--- src/source/aib_rate_pkg.sv ---
package aib_rate_pkg;

   // ------------------------------
   // Rate encodings
   // ------------------------------
   typedef logic [3:0] rate_t;                          // 1 full, 2 half, 4 quarter

   localparam rate_t RATE_FULL    = 4'h1;
   localparam rate_t RATE_HALF    = 4'h2;
   localparam rate_t RATE_QUARTER = 4'h4;

   localparam rate_t LEADER_RATE   = RATE_FULL;         // This side
   localparam rate_t FOLLOWER_RATE = RATE_HALF;         // Far side of the link

   // ------------------------------
   // Marker and strobe spacing
   // ------------------------------
   localparam int WORDS_PER_MARKER = FOLLOWER_RATE / LEADER_RATE; // Leader words per follower word
   localparam int TX_STB_INTV      = 24;                // Strobe period in markers
   localparam int STB_INTV_WORDS   = TX_STB_INTV * WORDS_PER_MARKER; // Same period in words

   // ------------------------------
   // Alignment delays
   // ------------------------------
   typedef logic [15:0] delay_t;                        // Delay count in cycles

   localparam int DELAY_IN_W = 32;                      // Width of the delay input ports

endpackage

--- src/source/ca_word_pkg.sv ---
package ca_word_pkg;

   // ------------------------------
   // Channel geometry
   // ------------------------------
   localparam int NUM_CHANNELS = 7;                     // Lanes toward the PHY
   localparam int LANE_BITS    = 40;                    // One leader word per lane

   localparam int MARKER_LOC = 39;                      // Marker bit position
   localparam int STROBE_LOC = 1;                       // Strobe bit position

   // ------------------------------
   // Lane word views
   // ------------------------------
   // Field view used when marker and strobe get inserted
   typedef struct packed {
      logic                                  marker;   // Bit 39
      logic [MARKER_LOC-STROBE_LOC-2:0]      payload;  // Bits 38..2
      logic                                  strobe;   // Bit 1
      logic                                  push;     // Bit 0
   } lane_fields_t;

   // Same 40 bits, raw from the link layer or split into fields
   typedef union packed {
      logic [LANE_BITS-1:0] raw;                        // Link layer view
      lane_fields_t         fields;                     // Framing view
   } lane_word_t;

   typedef lane_word_t [NUM_CHANNELS-1:0] lane_bus_t;   // All lanes of one cycle

   typedef logic [NUM_CHANNELS-1:0] chan_mask_t;        // One bit per channel

endpackage

--- src/source/align_timer.sv ---
`timescale 1ns/10ps

module align_timer
   import aib_rate_pkg::*, ca_word_pkg::*;
(
   input  logic                  i_m_wr_clk,
   input  logic                  i_m_wr_rst_n,
   input  logic [DELAY_IN_W-1:0] i_delay_x_value,       // Word alignment time
   input  logic [DELAY_IN_W-1:0] i_delay_z_value,       // AIB alignment time
   input  chan_mask_t            i_sl_tx_transfer_en,
   input  chan_mask_t            i_ms_tx_transfer_en,
   output logic                  o_tx_transfer_en,
   output logic                  o_align_done
);

   localparam int DLY_W = $bits(delay_t);
   localparam int SUM_W = DLY_W + 1;                    // Room for x plus z

   delay_t             delay_x_reg1;                    // First sync stage
   delay_t             delay_x_reg2;                    // Second sync stage
   delay_t             delay_z_reg1;
   delay_t             delay_z_reg2;
   delay_t             delay_x_scaled;                  // In leader cycles
   delay_t             delay_z_scaled;
   logic [SUM_W-1:0]   align_target;                    // Total wait
   logic [SUM_W-1:0]   wait_cnt;
   logic               cnt_hit;

   // ------------------------------
   // Delay registers and scaling
   // ------------------------------
   always_ff @(posedge i_m_wr_clk)
   begin
      if (!i_m_wr_rst_n)
      begin
         delay_x_reg1 <= '0;
         delay_x_reg2 <= '0;
         delay_z_reg1 <= '0;
         delay_z_reg2 <= '0;
      end
      else
      begin
         delay_x_reg1 <= i_delay_x_value[DLY_W-1:0];    // Upper half ignored
         delay_x_reg2 <= delay_x_reg1;
         delay_z_reg1 <= i_delay_z_value[DLY_W-1:0];
         delay_z_reg2 <= delay_z_reg1;
      end
   end

   assign delay_x_scaled = delay_x_reg2 / LEADER_RATE;
   assign delay_z_scaled = delay_z_reg2 / LEADER_RATE;
   assign align_target   = {1'b0, delay_x_scaled} + {1'b0, delay_z_scaled};

   // All 14 lanes ready in both directions
   assign o_tx_transfer_en = (&i_sl_tx_transfer_en) & (&i_ms_tx_transfer_en);

   // ------------------------------
   // Alignment wait
   // ------------------------------
   assign cnt_hit = (wait_cnt >= align_target);         // Also covers a shrinking target

   always_ff @(posedge i_m_wr_clk)
   begin
      if (!i_m_wr_rst_n)
      begin
         wait_cnt     <= '0;
         o_align_done <= 1'b0;
      end
      else if (!o_tx_transfer_en)
      begin
         wait_cnt     <= '0;                            // Restart on any lane drop
         o_align_done <= 1'b0;
      end
      else
      begin
         if (!cnt_hit)
            wait_cnt <= wait_cnt + 1'b1;                // Parks once target reached
         if (cnt_hit)
            o_align_done <= 1'b1;                       // Sticky until enable falls
      end
   end

endmodule

--- src/source/marker_strobe_gen.sv ---
`timescale 1ns/10ps

module marker_strobe_gen
   import aib_rate_pkg::*;
(
   input  logic i_m_wr_clk,
   input  logic i_m_wr_rst_n,
   output logic o_marker,                               // Last leader word of a follower word
   output logic o_strobe                                // Every TX_STB_INTV-th marker
);

   // Keep at least one bit when rates match
   localparam int WORD_CNT_W = (WORDS_PER_MARKER > 1) ? $clog2(WORDS_PER_MARKER) : 1;
   localparam int MARK_CNT_W = (TX_STB_INTV > 1) ? $clog2(TX_STB_INTV) : 1;

   localparam logic [WORD_CNT_W-1:0] WORD_LAST = WORD_CNT_W'(WORDS_PER_MARKER - 1);
   localparam logic [MARK_CNT_W-1:0] MARK_LAST = MARK_CNT_W'(TX_STB_INTV - 1);

   logic [WORD_CNT_W-1:0] word_cnt;                     // Position inside follower word
   logic [MARK_CNT_W-1:0] mark_cnt;                     // Markers since last strobe
   logic                  word_last;
   logic                  mark_last;

   // ------------------------------
   // Word counter
   // ------------------------------
   assign word_last = (word_cnt == WORD_LAST);

   always_ff @(posedge i_m_wr_clk)
   begin
      if (!i_m_wr_rst_n)
         word_cnt <= '0;                                // Index 0 right after reset
      else if (word_last)
         word_cnt <= '0;                                // Wrap
      else
         word_cnt <= word_cnt + 1'b1;
   end

   // ------------------------------
   // Marker counter
   // ------------------------------
   assign mark_last = (mark_cnt == MARK_LAST);

   always_ff @(posedge i_m_wr_clk)
   begin
      if (!i_m_wr_rst_n)
         mark_cnt <= '0;
      else if (word_last)
      begin
         if (mark_last)
            mark_cnt <= '0;                             // Strobe period done
         else
            mark_cnt <= mark_cnt + 1'b1;                // One more marker sent
      end
   end

   // Strobe rides only on a marker word
   assign o_marker = word_last;
   assign o_strobe = word_last & mark_last;

endmodule

--- src/source/ca_tx_framer.sv ---
`timescale 1ns/10ps

module ca_tx_framer
   import ca_word_pkg::*;
(
   input  logic      i_m_wr_clk,
   input  logic      i_m_wr_rst_n,
   input  logic      i_align_done,                      // Link is aligned
   input  logic      i_marker,
   input  logic      i_strobe,
   input  lane_bus_t i_ll2ca,                           // From the link layer
   output lane_bus_t o_ca2phy                           // Toward the PHY
);

   lane_bus_t framed;                                   // Lanes with marker and strobe

   // ------------------------------
   // Marker and strobe insertion
   // ------------------------------
   always_comb
   begin
      for (int ch = 0; ch < NUM_CHANNELS; ch++)
      begin
         framed[ch].raw           = i_ll2ca[ch].raw;    // Take the word as is
         framed[ch].fields.marker = i_marker;           // Then patch bit 39
         framed[ch].fields.strobe = i_strobe;           // And bit 1
      end
   end

   // ------------------------------
   // Output register
   // ------------------------------
   // One cycle through, quiet lanes until alignment is done
   always_ff @(posedge i_m_wr_clk)
   begin
      if (!i_m_wr_rst_n)
         o_ca2phy <= '0;
      else if (i_align_done)
         o_ca2phy <= framed;
      else
         o_ca2phy <= '0;                                // Idle lanes
   end

endmodule

--- src/source/aib_leader_ca_top.sv ---
`timescale 1ns/10ps

module aib_leader_ca_top
   import aib_rate_pkg::*, ca_word_pkg::*;
(
   input  logic                  m_wr_clk,
   input  logic                  m_wr_rst_n,            // Sync, active low
   input  logic [DELAY_IN_W-1:0] i_delay_x_value,
   input  logic [DELAY_IN_W-1:0] i_delay_z_value,
   input  chan_mask_t            i_sl_tx_transfer_en,   // Follower to leader lanes
   input  chan_mask_t            i_ms_tx_transfer_en,   // Leader to follower lanes
   input  lane_bus_t             i_ll2ca,
   output lane_bus_t             o_ca2phy,
   output logic                  o_tx_transfer_en,
   output logic                  o_align_done
);

   logic marker;                                        // Per word marker bit
   logic strobe;                                        // Per word strobe bit

   // ------------------------------
   // Alignment state
   // ------------------------------
   align_timer align_timer_inst
   (
      .i_m_wr_clk          (m_wr_clk),
      .i_m_wr_rst_n        (m_wr_rst_n),
      .i_delay_x_value     (i_delay_x_value),
      .i_delay_z_value     (i_delay_z_value),
      .i_sl_tx_transfer_en (i_sl_tx_transfer_en),
      .i_ms_tx_transfer_en (i_ms_tx_transfer_en),
      .o_tx_transfer_en    (o_tx_transfer_en),          // Straight to the pin
      .o_align_done        (o_align_done)               // Pin and framer gate
   );

   // ------------------------------
   // Marker and strobe timing
   // ------------------------------
   // Free running from reset release, independent of alignment
   marker_strobe_gen marker_strobe_gen_inst
   (
      .i_m_wr_clk   (m_wr_clk),
      .i_m_wr_rst_n (m_wr_rst_n),
      .o_marker     (marker),
      .o_strobe     (strobe)
   );

   // ------------------------------
   // Outgoing lanes
   // ------------------------------
   ca_tx_framer ca_tx_framer_inst
   (
      .i_m_wr_clk   (m_wr_clk),
      .i_m_wr_rst_n (m_wr_rst_n),
      .i_align_done (o_align_done),
      .i_marker     (marker),
      .i_strobe     (strobe),
      .i_ll2ca      (i_ll2ca),
      .o_ca2phy     (o_ca2phy)                          // One cycle behind i_ll2ca
   );

endmodule

--- config.mk ---
export PLATFORM = sky130hd
export DESIGN_NAME = aib_leader_ca_top
export DESIGN_NICKNAME = d
export VERILOG_FILES = /design/src/source/aib_rate_pkg.sv /design/src/source/ca_word_pkg.sv /design/src/source/align_timer.sv /design/src/source/marker_strobe_gen.sv /design/src/source/ca_tx_framer.sv /design/src/source/aib_leader_ca_top.sv
export SDC_FILE = /design/constraint.sdc
export NUM_CORES = 1
export LEC_CHECK = 0
export ABC_AREA = 1
export BUFFER_PORTS_ARGS = -buffer_cell sky130_fd_sc_hd__buf_2
export CAP_MARGIN = 15
export CORE_AREA = 5 5 246 248
export CTS_CLUSTER_SIZE = 14
export DETAILED_ROUTE_END_ITERATION = 7
export DIE_AREA = 0 0 251 253
export HOLD_SLACK_MARGIN = 0.05
export PLACE_DENSITY = 0.49
export SYNTH_ARGS = -nofsm -noshare
export SYNTH_HDL_FRONTEND = slang
export SYNTH_HIERARCHICAL = 1
export SYNTH_SLANG_ARGS = --single-unit
--- constraint.sdc ---
create_clock -name m_wr_clk -period 3.5 [get_ports m_wr_clk]
set_input_delay 0.525 -clock m_wr_clk [delete_from_list [all_inputs] [get_ports m_wr_clk]]
set_output_delay 0.525 -clock m_wr_clk [all_outputs]
set_load 0.01 [all_outputs]
==> metrics.md, run 1 <==
| Metric | Value |
|---|---|
| Status | `complete, no violations` |
| First-pass GRT wire length | `approximately 60,000 um` |
| Die span in y | `253 um` |
| Share of the synthesized area in the top cell type | `0.5978` |
| Period Utilization, post-route | `0.9105` |
| Worst Reg-to-Reg Cells | `19` |
| Area grow syn2layout | `43.41%` |
| I/O Pins | `642` |
| Kind of start point of the critical path | `flop` |
| Maximum fanout along the worst path | `12` |
| Antenna violations before repair | `29` |
| Max Cap Viol | `0` |
| Average size of a mapped cell | `8.389 sq um` |
| Root Driver | `clkbuf_16` |
| RSZ-0062 raised after global routing | `false` |
| Post-CTS Setup Inserts | `0` |
| Seq cells post-synth | `356` |
| Most numerous cell in the Yosys netlist | `inv_1` |
| Met2 usage | `0.2112` |
| Worst Path Arrival | `around 3600 ps` |
| Met3 usage | `0.05444` |
| Design area | `17,100 sq um` |
| Fmax | `0.3138 GHz` |
| Nets | `between 2,000 and 2,500` |
| Resized cells post-CTS | `0` |
| Hold bufs inserted after CTS | `0` |
| Die area | `~64,000 sq um` |
| Max VDD drop | `399.8 uV` |
| GRT Util Overall | `0.1213` |
| GR Util met1 | `0.1299` |
| Dpl cell area | `15,620 sq um` |
| Placer Congestion | `0.8461` |
| # clock sinks | `356` |
| Yosys top cell by area | `dfxtp_1` |
| Ys Warns | `6` |
| Most frequent cells after synthesis | `inv_1 (373), dfxtp_1 (356), nor2_1 (317), nand2_1 (156), ha_1 (35)` |
| Leakage power figure | `10.02 nW` |
| FP Rows | `89` |
| Netlist Area Pre-Place | `roughly 12,000 sq um` |
| Share of layout cells above drive strength 1 | `0.3389` |
| Syn nets | `1,817` |
| RR Startpoint | `align_timer_inst/delay_x_reg2[0]` |
| HPWL after DPL | `around 33,000 um` |
| Sequential area share after synthesis | `0.5978` |
| CP Capture Type | `flop` |
| Post-synth EDFFs | `0` |
| Clock Latency Late Sink | `~550 ps` |
| Wire length per cell | `14.35 um` |
| DR pass1 iterations | `6` |
| Min-delay src | `i_delay_x_value[3]` |
| TritonCTS clock tree | `done` |
| Initial Util | `0.2047` |
| Number of global-route vias before repair | `10,620` |
| 1st-iter DRT viols | `329` |
| WP data required | `between 3000 and 4000 ps` |
| CTS Buffer Depth | `3` |
| Fin Setup TNS | `0 ps` |
| Actual slew at the worst max-slew pin | `roughly 680 ps` |
| CTS H-tree lvls | `2` |
| Total core area | `58,240 sq um` |
| Residual DRC count | `0` |
| Hold WC Path Type | `in2reg` |
| Final Critical Period | `3187 ps` |
| Die Wd | `251 um` |
| Worst setup startpoint | `align_timer_inst/delay_x_reg2[0]` |
| Crit path kind | `reg2reg` |
| Post-Syn Instances | `1,421` |
| Top FF cell, synth | `dfxtp_1` |
| Routed vias/inst | `3.644` |
| Largest cells by area after synthesis | `dfxtp_1 (60%), inv_1 (12%), nor2_1 (10%), nand2_1 (4.9%), ha_1 (3.7%)` |
| CTS clk-pin slew, worst paths | `50 ps` |
| Post-route ant nets | `0` |
| Total congestion overflow | `0` |
| Hold Vio Cnt, Final | `0` |
| # port buffers | `595` |
| Most Used Layer, Global Route | `met2` |
| Synth cell types | `38` |
| CTS buffer count | `43` |
| Hold path depth | `3` |
| Pwr Density | `524.5 nW/um^2` |
| Endpoints failing setup | `0` |
| Slew Limit Fails | `0` |
| Final setup skew | `about 12 ps` |
| Max-slew headroom | `0.5452` |
| Largest net degree at the start of global routing | `80` |
| Final wirelength | `40,640 um` |
| Worst setup margin | `313.2 ps` |
| Vias post-DR | `between 10,000 and 15,000` |
| Async S/R FF share, synth | `0` |
| DP Worst Slack | `195.1 ps` |
cells by family (layout without fill, tap and decap cells):
logic type / after synthesis / after routing / share of synthesized area
flops: 356 / 356 / 0.5978
other cells: 0 / 14 / 0
compound gates: 57 / 57 / 0.02771
fa+ha+maj: 36 / 36 / 0.03841
simple gates: 532 / 532 / 0.1815
xor+xnor: 14 / 14 / 0.01028
buf+inv: 426 / 1050 / 0.1443
registers in the layout, summed over array words and instances (netlist names):
register                         flops
align_timer_inst/delay_x_reg1       16
align_timer_inst/delay_x_reg2       16
align_timer_inst/delay_z_reg1       16
align_timer_inst/delay_z_reg2       16
align_timer_inst/o_align_done        1
align_timer_inst/wait_cnt           17
ca_tx_framer_inst/o_ca2phy         268
marker_strobe_gen_inst/mark_cnt      5
marker_strobe_gen_inst/o_marker      1
placed cells by master, fill, tap and decap left out, drive strengths merged:
| cell type | instances |
|---|---|
| ha | 35 |
| a211oi | 2 |
| diode | 14 |
| nand3 | 27 |
| xnor2 | 10 |
| clkbuf | 62 |
| fa | 1 |
| a31oi | 1 |
| o21bai | 7 |
| or2 | 2 |
| and3 | 1 |
| and2 | 1 |
| nor3 | 3 |
| clkinv | 6 |
| bufinv | 3 |
| clkinvlp | 2 |
| inv | 378 |
| nor3b | 1 |
| nor2 | 328 |
| nand2 | 160 |
| buf | 599 |
| nand3b | 2 |
| o21ai | 14 |
| nand4 | 7 |
| a21oi | 29 |
| a21o | 4 |
| xor2 | 4 |
| dfxtp | 356 |
final cells by class:
class | instances | area, sq um
fillers | 6391 | 41140
clock buffers | 62 | 1257
multi-input cells | 639 | 3100
repair buffers | 599 | 3033
flip-flops and latches | 356 | 7127
well taps | 773 | 967.2
diodes | 14 | 35.03
clock inverters | 14 | 168.9
inverters | 375 | 1408
power by group:
part           switching [mW]  internal (mW)  total (mW)
combinational           0.193          0.200       0.393
sequential             0.0161           4.09        4.11
clock                    1.75           2.72        4.47
total                    1.96           7.01        8.97
routing by layer:
layer	part of all wire	vias to the layer above
li1	-	5241
met1	0.36	4601
met2	0.49	345
met3	0.10	106
met4	0.039	28
met5	0.0044	-
worst paths after layout:
path                                      endpoint  slack (ps)
hold / removal    align_timer_inst/delay_x_reg1[3]         170
setup reg to reg     align_timer_inst/wait_cnt[15]         310
setup / recovery     align_timer_inst/wait_cnt[15]         310
hold reg to reg   align_timer_inst/delay_x_reg2[1]         410
worst max-delay path, cell delays in order, from the launching register on:
cell and delay [ps]:
dfxtp_1 290, ha_1 210, fa_1 410, nand3_1 90, nand3_1 130, nand2_1 120
nand2_1 60, nor3b_2 170, nor2_1 110, xor2_1 170, ha_1 280, a21o_1 170
nor2_1 100, nand2_1 70, nand2_1 160, nand3_4 190, nor2_1 180, nand2_1 70
nand2_1 60, nor2_1 40
per-stage QoR:
| stage | hold slack (ps) | power, mW | util | std cells |
|---|---|---|---|---|
| floorplan | 390.5 | 4.377 | - | 1421 |
| global placement | 394.3 | 4.587 | 0.2682 | 2742 |
| detailed placement | 397.7 | 4.593 | 0.2682 | 2742 |
| CTS | 121.6 | 9.165 | 0.2927 | 2818 |
| global route | 145.5 | 9.381 | 0.2930 | 2819 |
| finish | 166.2 | 8.968 | 0.2936 | 2832 |
(Power assumes the default switching activity.)
==> inputs of run 2 (changes only) <==
CTS_BUF_LIST = sky130_fd_sc_hd__clkbuf_4 sky130_fd_sc_hd__clkbuf_8 sky130_fd_sc_hd__clkbuf_16   (was default)
==> metrics.md, run 2 (same netlist as run 1, synthesis figures left out) <==
| Metric | Value |
|---|---|
| 1st-iter DRT viols | `341 (+3.6%)` |
| Die area | `63,500 sq um (unchanged)` |
| Final wirelength | `40,660 um (about the same)` |
| Hold bufs inserted after CTS | `0 (unchanged)` |
| Max reg flops | `268 (unchanged)` |
| Area grow syn2layout | `43.60%` |
| Nets | `2,410 (unchanged)` |
| Worst Path Arrival | `3620 ps (about the same)` |
| Root Driver | `clkbuf_16` |
| Post-route ant nets | `0 (unchanged)` |
| Hold path depth | `3 (unchanged)` |
| Worst Reg-to-Reg Cells | `19 (unchanged)` |
| Gate power share | `0.044 (about the same)` |
| Final setup skew | `12.62 ps (+0.1264 ps)` |
| Clock Latency Late Sink | `550 ps (about the same)` |
| Fmax | `0.3137 GHz (about the same)` |
| I/O Pins | `642 (unchanged)` |
| Power, Total | `9.029 mW (+0.68%)` |
| Clock Power Share | `0.502 (+0.004)` |
| Total congestion overflow | `0 (unchanged)` |
| # port buffers | `595 (unchanged)` |
| Final Critical Period | `3188 ps (+0.8000 ps)` |
| First-pass GRT wire length | `59,690 um (about the same)` |
| # fillers | `6,384 (-0.11%)` |
| Placer Congestion | `0.8461 (unchanged)` |
| WP data required | `3930 ps (about the same)` |
| Share of layout cells above drive strength 1 | `0.3428 (+0.003912)` |
| RR Startpoint | `align_timer_inst/delay_x_reg2[0]` |
| Residual DRC count | `0 (unchanged)` |
| Total core area | `58,240 sq um (unchanged)` |
| CTS clk-pin slew, worst paths | `50 ps (about the same)` |
| Net switching fraction of the power | `0.2167 (-0.001566)` |
| Commonest non-fill, non-tap cell in the layout | `buf_2` |
| CTS H-tree lvls | `2 (unchanged)` |
| TritonCTS clock tree | `done` |
| Period Utilization, post-route | `0.9108 (about the same)` |
| Fin Setup TNS | `0 ps (unchanged)` |
| CTS Buffer Depth | `3 (unchanged)` |
| Vias post-DR | `10,330 (+0.058%)` |
| Post-Route Utilization | `0.2939 (+0.0003860)` |
| Pwr Density | `527.4 nW/um^2 (+0.55%)` |
| FP Rows | `89 (unchanged)` |
| Hold WC Path Type | `in2reg` |
| Max VDD drop | `401.8 uV (+0.50%)` |
| Setup slack, reg-to-reg | `310 ps (about the same)` |
| Maximum fanout along the worst path | `12 (unchanged)` |
| Most flop-heavy register | `ca_tx_framer_inst/o_ca2phy` |
| Max Cap Viol | `0 (unchanged)` |
| DR pass1 iterations | `6 (unchanged)` |
| Kind of start point of the critical path | `flop` |
| Regs by FF count | `ca_tx_framer_inst/o_ca2phy (268), align_timer_inst/wait_cnt (17)` |
| Max-slew headroom | `0.5504 (+0.005245)` |
| Wire length per cell | `14.37 um (+0.16%)` |
| Leakage power figure | `10.05 nW (+0.27%)` |
| Initial Util | `0.2047 (unchanged)` |
| Crit path kind | `reg2reg` |
| Actual slew at the worst max-slew pin | `674.4 ps (-7.868 ps)` |
| Seq pwr share | `0.455 (-0.003)` |
| Switch Pwr | `1.957 mW (about the same)` |
| CTS buffer count | `43 (unchanged)` |
| Die Wd | `251 um (unchanged)` |
| Endpoints failing setup | `0 (unchanged)` |
| Worst reg2reg path endpoint | `align_timer_inst/wait_cnt[15]` |
| Number of global-route vias before repair | `10,630 (+0.13%)` |
| Slew Limit Fails | `0 (unchanged)` |
| HPWL after DPL | `32,590 um (unchanged)` |
| Min-delay src | `i_delay_x_value[3]` |
| Die span in y | `253 um (unchanged)` |
| Routed vias/inst | `3.650 (+0.16%)` |
| Status | `complete, no violations` |
| Hold endpoint | `align_timer_inst/delay_x_reg1[3]` |
| # clock sinks | `356 (unchanged)` |
| Antenna violations before repair | `29 (unchanged)` |
| Pint | `7.072 mW (+0.88%)` |
| Largest net degree at the start of global routing | `80 (unchanged)` |
| RSZ-0062 raised after global routing | `false` |
| CP Capture Type | `flop` |
| Commonest cells after routing, fill and taps aside | `buf_2 (595), inv_1 (373), dfxtp_1 (356)` |
| Hold Vio Cnt, Final | `0 (unchanged)` |
| GRT Util Overall | `0.1214 (about the same)` |
==> run 2: changes by cell type in the layout (fill, tap and decap cells not counted), sizes merged <==
cell	change
diode	-3
==> run 2: how the worst max path moves through the flow <==
stage	start	end	slack, ps	depth (start not counted)
after floorplan	align_timer_inst/delay_x_reg2[0]	align_timer_inst/wait_cnt[2]	690	19
after global placement	align_timer_inst/delay_x_reg2[0]	align_timer_inst/wait_cnt[15]	190	17
after detailed placement	align_timer_inst/delay_x_reg2[0]	align_timer_inst/wait_cnt[15]	200	17
after CTS	align_timer_inst/delay_x_reg2[0]	align_timer_inst/wait_cnt[15]	200	17
after global routing	align_timer_inst/delay_x_reg2[0]	align_timer_inst/wait_cnt[15]	4	19
final	align_timer_inst/delay_x_reg2[0]	align_timer_inst/wait_cnt[15]	310	19
==> run 2: power by group through the flow <==
stage | clock, mW | combinational, mW | sequential [mW]
after global placement | 0 | 0.392 | 4.20
after detailed placement | 0 | 0.397 | 4.20
after floorplan | 0 | 0.187 | 4.19
after global routing | 4.88 | 0.458 | 4.11
after CTS | 4.72 | 0.400 | 4.11
final | 4.53 | 0.393 | 4.11
==> run 2: what timing repair did <==
| item | in CTS | in global routing |
|---|---|---|
| resized for setup | 0 | 2 |
| setup endpoints to repair | 0 | 4 |
| setup buffers | 0 | 0 |
==> run 2: layout make-up <==
class / instances / area (sq um) / share of cell area
Sequential cell: 356 / 7127 / 0.4163
Multi-Input combinational cell: 639 / 3100 / 0.1811
Timing Repair Buffer: 599 / 3033 / 0.1772
Inverter: 375 / 1408 / 0.08222
Clock buffer: 62 / 1287 / 0.07521
Tap cell: 773 / 967.2 / 0.05650
Clock inverter: 14 / 168.9 / 0.009867
Antenna cell: 11 / 27.53 / 0.001608
==> run 2: worst max-delay path: stages (launching register included) <==
cell     delay, ps
dfxtp_1        290
ha_1           210
fa_1           410
nand3_1         90
nand3_1        130
nand2_1        120
nand2_1         60
nor3b_2        170
nor2_1         110
xor2_1         170
ha_1           280
a21o_1         170
nor2_1         100
nand2_1         70
nand2_1        160
nand3_4        190
nor2_1         180
nand2_1         70
nand2_1         60
nor2_1          40
==> run 2: per-layer routing <==
metal / wire length [um] / vias up / track usage
met5: 179 / - / 0
met4: 1588 / 28 / 0.04569
met3: 3990 / 108 / 0.05444
met2: 20090 / 351 / 0.2117
met1: 14810 / 4602 / 0.1298
li1: - / 5238 / -
==> run 2: metrics by stage <==
step | instances | area [sq um] | setup WS (ps) | hold WS (ps)
after floorplan | 1421 | 11920 | 685.7 | 390.5
after global routing | 2819 | 17090 | 3.701 | 145.4
final | 2829 | 17120 | 312.4 | 166.3
after detailed placement | 2742 | 15620 | 195.1 | 397.7
after CTS | 2818 | 17080 | 199.7 | 121.2
after global placement | 2742 | 15620 | 188.3 | 394.3
==> inputs of run 3 (changes only) <==
==> constraint.sdc (replaced) <==
create_clock -name m_wr_clk -period 3.5 [get_ports m_wr_clk]
set_input_delay 0.875 -clock m_wr_clk [delete_from_list [all_inputs] [get_ports m_wr_clk]]
set_output_delay 0.875 -clock m_wr_clk [all_outputs]
set_load 0.01 [all_outputs]
==> metrics.md, run 3 (same netlist as run 1, synthesis figures left out) <==
| Metric | Value |
|---|---|
| Kind of start point of the critical path | `flop` |
| CTS Buffer Depth | `3 (unchanged)` |
| Fin Setup TNS | `0 ps (unchanged)` |
| Post-route ant nets | `0 (unchanged)` |
| Commonest non-fill, non-tap cell in the layout | `buf_2` |
| Actual slew at the worst max-slew pin | `592.9 ps (-81.51 ps)` |
| Antenna violations before repair | `26 (-10%)` |
| Pwr Density | `532.1 nW/um^2 (+0.88%)` |
| Worst reg2reg path endpoint | `align_timer_inst/wait_cnt[2]` |
| Number of global-route vias before repair | `10,510 (-1.2%)` |
| GRT Util Overall | `0.1204 (-0.001016)` |
| End point of the critical path | `align_timer_inst/wait_cnt[2]` |
| Dpl cells | `2,743 (+0.036%)` |
| Met1 WL | `15,240 um (+2.8%)` |
| Final Critical Period | `3248 ps (+60.18 ps)` |
| CTS buffer count | `41 (-4.7%)` |
| Stages on worst setup path | `19 (unchanged)` |
| Regs by FF count | `ca_tx_framer_inst/o_ca2phy (268), align_timer_inst/wait_cnt (17)` |
| Max-slew headroom | `0.6048 (+0.05434)` |
| CTS clk-pin slew, worst paths | `60 ps (about the same)` |
| WP buf/inv | `0 (unchanged)` |
| Routed vias/inst | `3.636 (-0.39%)` |
| Post-CTS Setup Inserts | `0 (unchanged)` |
| Maximum fanout along the worst path | `7 (-5)` |
| Share of layout cells above drive strength 1 | `0.3436 (+0.0008100)` |
| Non-filler cells, final | `2,830 (+0.035%)` |
| Power, Total | `9.134 mW (+1.2%)` |
| Period Utilization, post-route | `0.9279 (+0.01719)` |
| Max VDD drop | `334.2 uV (-17%)` |
| HPWL after DPL | `32,860 um (+0.83%)` |
| Crit path kind | `reg2reg` |
| Vias post-DR | `10,290 (-0.36%)` |
| I/O Pins | `642 (unchanged)` |
| Hold path depth | `2 (-1)` |
| CTS H-tree lvls | `2 (unchanged)` |
| WP data required | `3940 ps (about the same)` |
| Die Wd | `251 um (unchanged)` |
| Leakage power figure | `10.07 nW (+0.26%)` |
| Die area | `63,500 sq um (unchanged)` |
| CP delay by family, top | `simple AND/OR/NAND/NOR gates` |
| Final setup skew | `10.98 ps (-1.635 ps)` |
| Hold Vio Cnt, Final | `0 (unchanged)` |
| WL met2 | `20,110 um (+0.12%)` |
| CP Capture Type | `flop` |
| Area occupied by multi-input gates | `3098 sq um (about the same)` |
| Initial Util | `0.2047 (unchanged)` |
| Setup slack, reg-to-reg | `250 ps (-60 ps)` |
| DP Worst Slack | `193.3 ps (-1.778 ps)` |
| Hold WC Path Type | `reg2reg` |
| Total core area | `58,240 sq um (unchanged)` |
| Status | `complete, no violations` |
| Area grow syn2layout | `44.00%` |
| Clock Latency Late Sink | `540 ps (about the same)` |
| CP cell instances | `ha_1 > fa_1 > nand3_1 > nand3_1 > nand2_1 > nand2_1 > nor3b_2 > nor2_1 > xor2_1 > ha_1 > a21o_1 > nor2_1 > nand2_1 > nand2_1 > nand2_4 > nor2_2 > nand3_1 > nand2_1 > nor2_1` |
| # port buffers | `595 (unchanged)` |
| Commonest cells after routing, fill and taps aside | `buf_2 (595), inv_1 (373), dfxtp_1 (356)` |
| Final wirelength | `40,490 um (-0.42%)` |
| # fillers | `6,350 (-0.53%)` |
| RR Startpoint | `align_timer_inst/delay_x_reg2[0]` |
| Fmax | `0.3079 GHz (-1.9%)` |
| Root Driver | `clkbuf_16` |
| TritonCTS clock tree | `done` |
| RSZ-0062 raised after global routing | `false` |
| Max Cap Viol | `0 (unchanged)` |
| Total congestion overflow | `0 (unchanged)` |
| Most flop-heavy register | `ca_tx_framer_inst/o_ca2phy` |
| Storage cell area | `7127 sq um (unchanged)` |
| Die span in y | `253 um (unchanged)` |
| Largest net degree at the start of global routing | `88 (+10%)` |
| Worst Reg-to-Reg Cells | `19 (unchanged)` |
| Residual DRC count | `0 (unchanged)` |
| # clock sinks | `356 (unchanged)` |
| Max stage delay on crit path | `410 ps (about the same)` |
| Crit-path most repeated cell | `nand2_1` |
| Slew Limit Fails | `0 (unchanged)` |
| Endpoints failing setup | `0 (unchanged)` |
| First-pass GRT wire length | `59,240 um (-0.75%)` |
| Max layer used | `met5` |
| Max reg flops | `268 (unchanged)` |
| Post-Route Utilization | `0.2948 (+0.0008170)` |
| CP max stage cell | `fa_1` |
| Worst Path Arrival | `3690 ps (+70 ps)` |
| 1st-iter DRT viols | `334 (-2.1%)` |
| FP Rows | `89 (unchanged)` |
| Routed length on met3 | `3671 um (-8.0%)` |
| Placer Congestion | `0.8308 (-1.8%)` |
| DR pass1 iterations | `4 (-2)` |
| Worst setup startpoint | `align_timer_inst/delay_x_reg2[0]` |
| Worst setup margin | `252.2 ps (-60.18 ps)` |
| Nets | `2,409 (-0.041%)` |
| Wire length per cell | `14.31 um (-0.46%)` |
[run 3: changes by cell type in the layout (fill, tap and decap cells not counted)]
| cell | previous run | this run |
|---|---|---|
| clkinv_4 | 2 | 1 |
| nor2_4 | 3 | 2 |
| clkinv_2 | 4 | 7 |
| clkbuf_4 | 8 | 4 |
| buf_4 | 2 | 3 |
| clkinvlp_4 | 2 | 1 |
| bufinv_16 | 3 | 5 |
| nor2_1 | 317 | 316 |
| clkbuf_8 | 11 | 12 |
| nor2_2 | 8 | 10 |
[run 3: worst reg2reg max path: stages, from the launching register on]
cell	delay [ps]
dfxtp_1	300
ha_1	210
fa_1	410
nand3_1	90
nand3_1	140
nand2_1	120
nand2_1	50
nor3b_2	170
nor2_1	120
xor2_1	180
ha_1	280
a21o_1	170
nor2_1	110
nand2_1	70
nand2_1	160
nand2_4	110
nor2_2	240
nand3_1	110
nand2_1	70
nor2_1	40
[run 3: report_power, final]
group          leakage (nW)  internal, mW  total, mW  switching, mW
clock                 0.751          2.90       4.63           1.73
sequential             2.88          4.09       4.11         0.0159
combinational          6.44         0.200      0.393          0.193
total                  10.1          7.19       9.13           1.94
[run 3: final cells by class]
class	count	area share
Tap cell	773	0.05634
Sequential cell	356	0.4152
Inverter	375	0.08200
Antenna cell	11	0.001603
Clock buffer	59	0.07405
Clock inverter	17	0.01327
Multi-Input combinational cell	639	0.1805
Timing Repair Buffer	600	0.1771
[run 3: worst min-delay path by stage]
stage	start	to
after floorplan	align_timer_inst/delay_x_reg1[0]	align_timer_inst/delay_x_reg2[0]
after global placement	align_timer_inst/delay_x_reg1[0]	align_timer_inst/delay_x_reg2[0]
after detailed placement	align_timer_inst/delay_z_reg1[1]	align_timer_inst/delay_z_reg2[1]
after CTS	align_timer_inst/delay_z_reg1[1]	align_timer_inst/delay_z_reg2[1]
after global routing	align_timer_inst/delay_x_reg1[1]	align_timer_inst/delay_x_reg2[1]
final	align_timer_inst/delay_z_reg1[1]	align_timer_inst/delay_z_reg2[1]
[run 3: what timing repair did]
action                                  in CTS  in global routing
endpoints found under the setup margin       0                  1
resized for setup                            0                  2
hold buffers                                 0                  0
[run 3: per-stage QoR]
step | area (sq um) | hold WS [ps]
4_1_cts | 17130 | 407.9
2_1_floorplan | 11920 | 390.5
6_report | 17170 | 407.2
3_3_place_gp | 15630 | 392.2
3_5_place_dp | 15630 | 395.3
5_1_grt | 17140 | 429.6
[run 3: metal layers]
metal,vias to the layer above,global-route usage
met5,-,0
met4,16,0.04304
met3,90,0.05444
met2,359,0.2121
met1,4582,0.1276
li1,5243,-
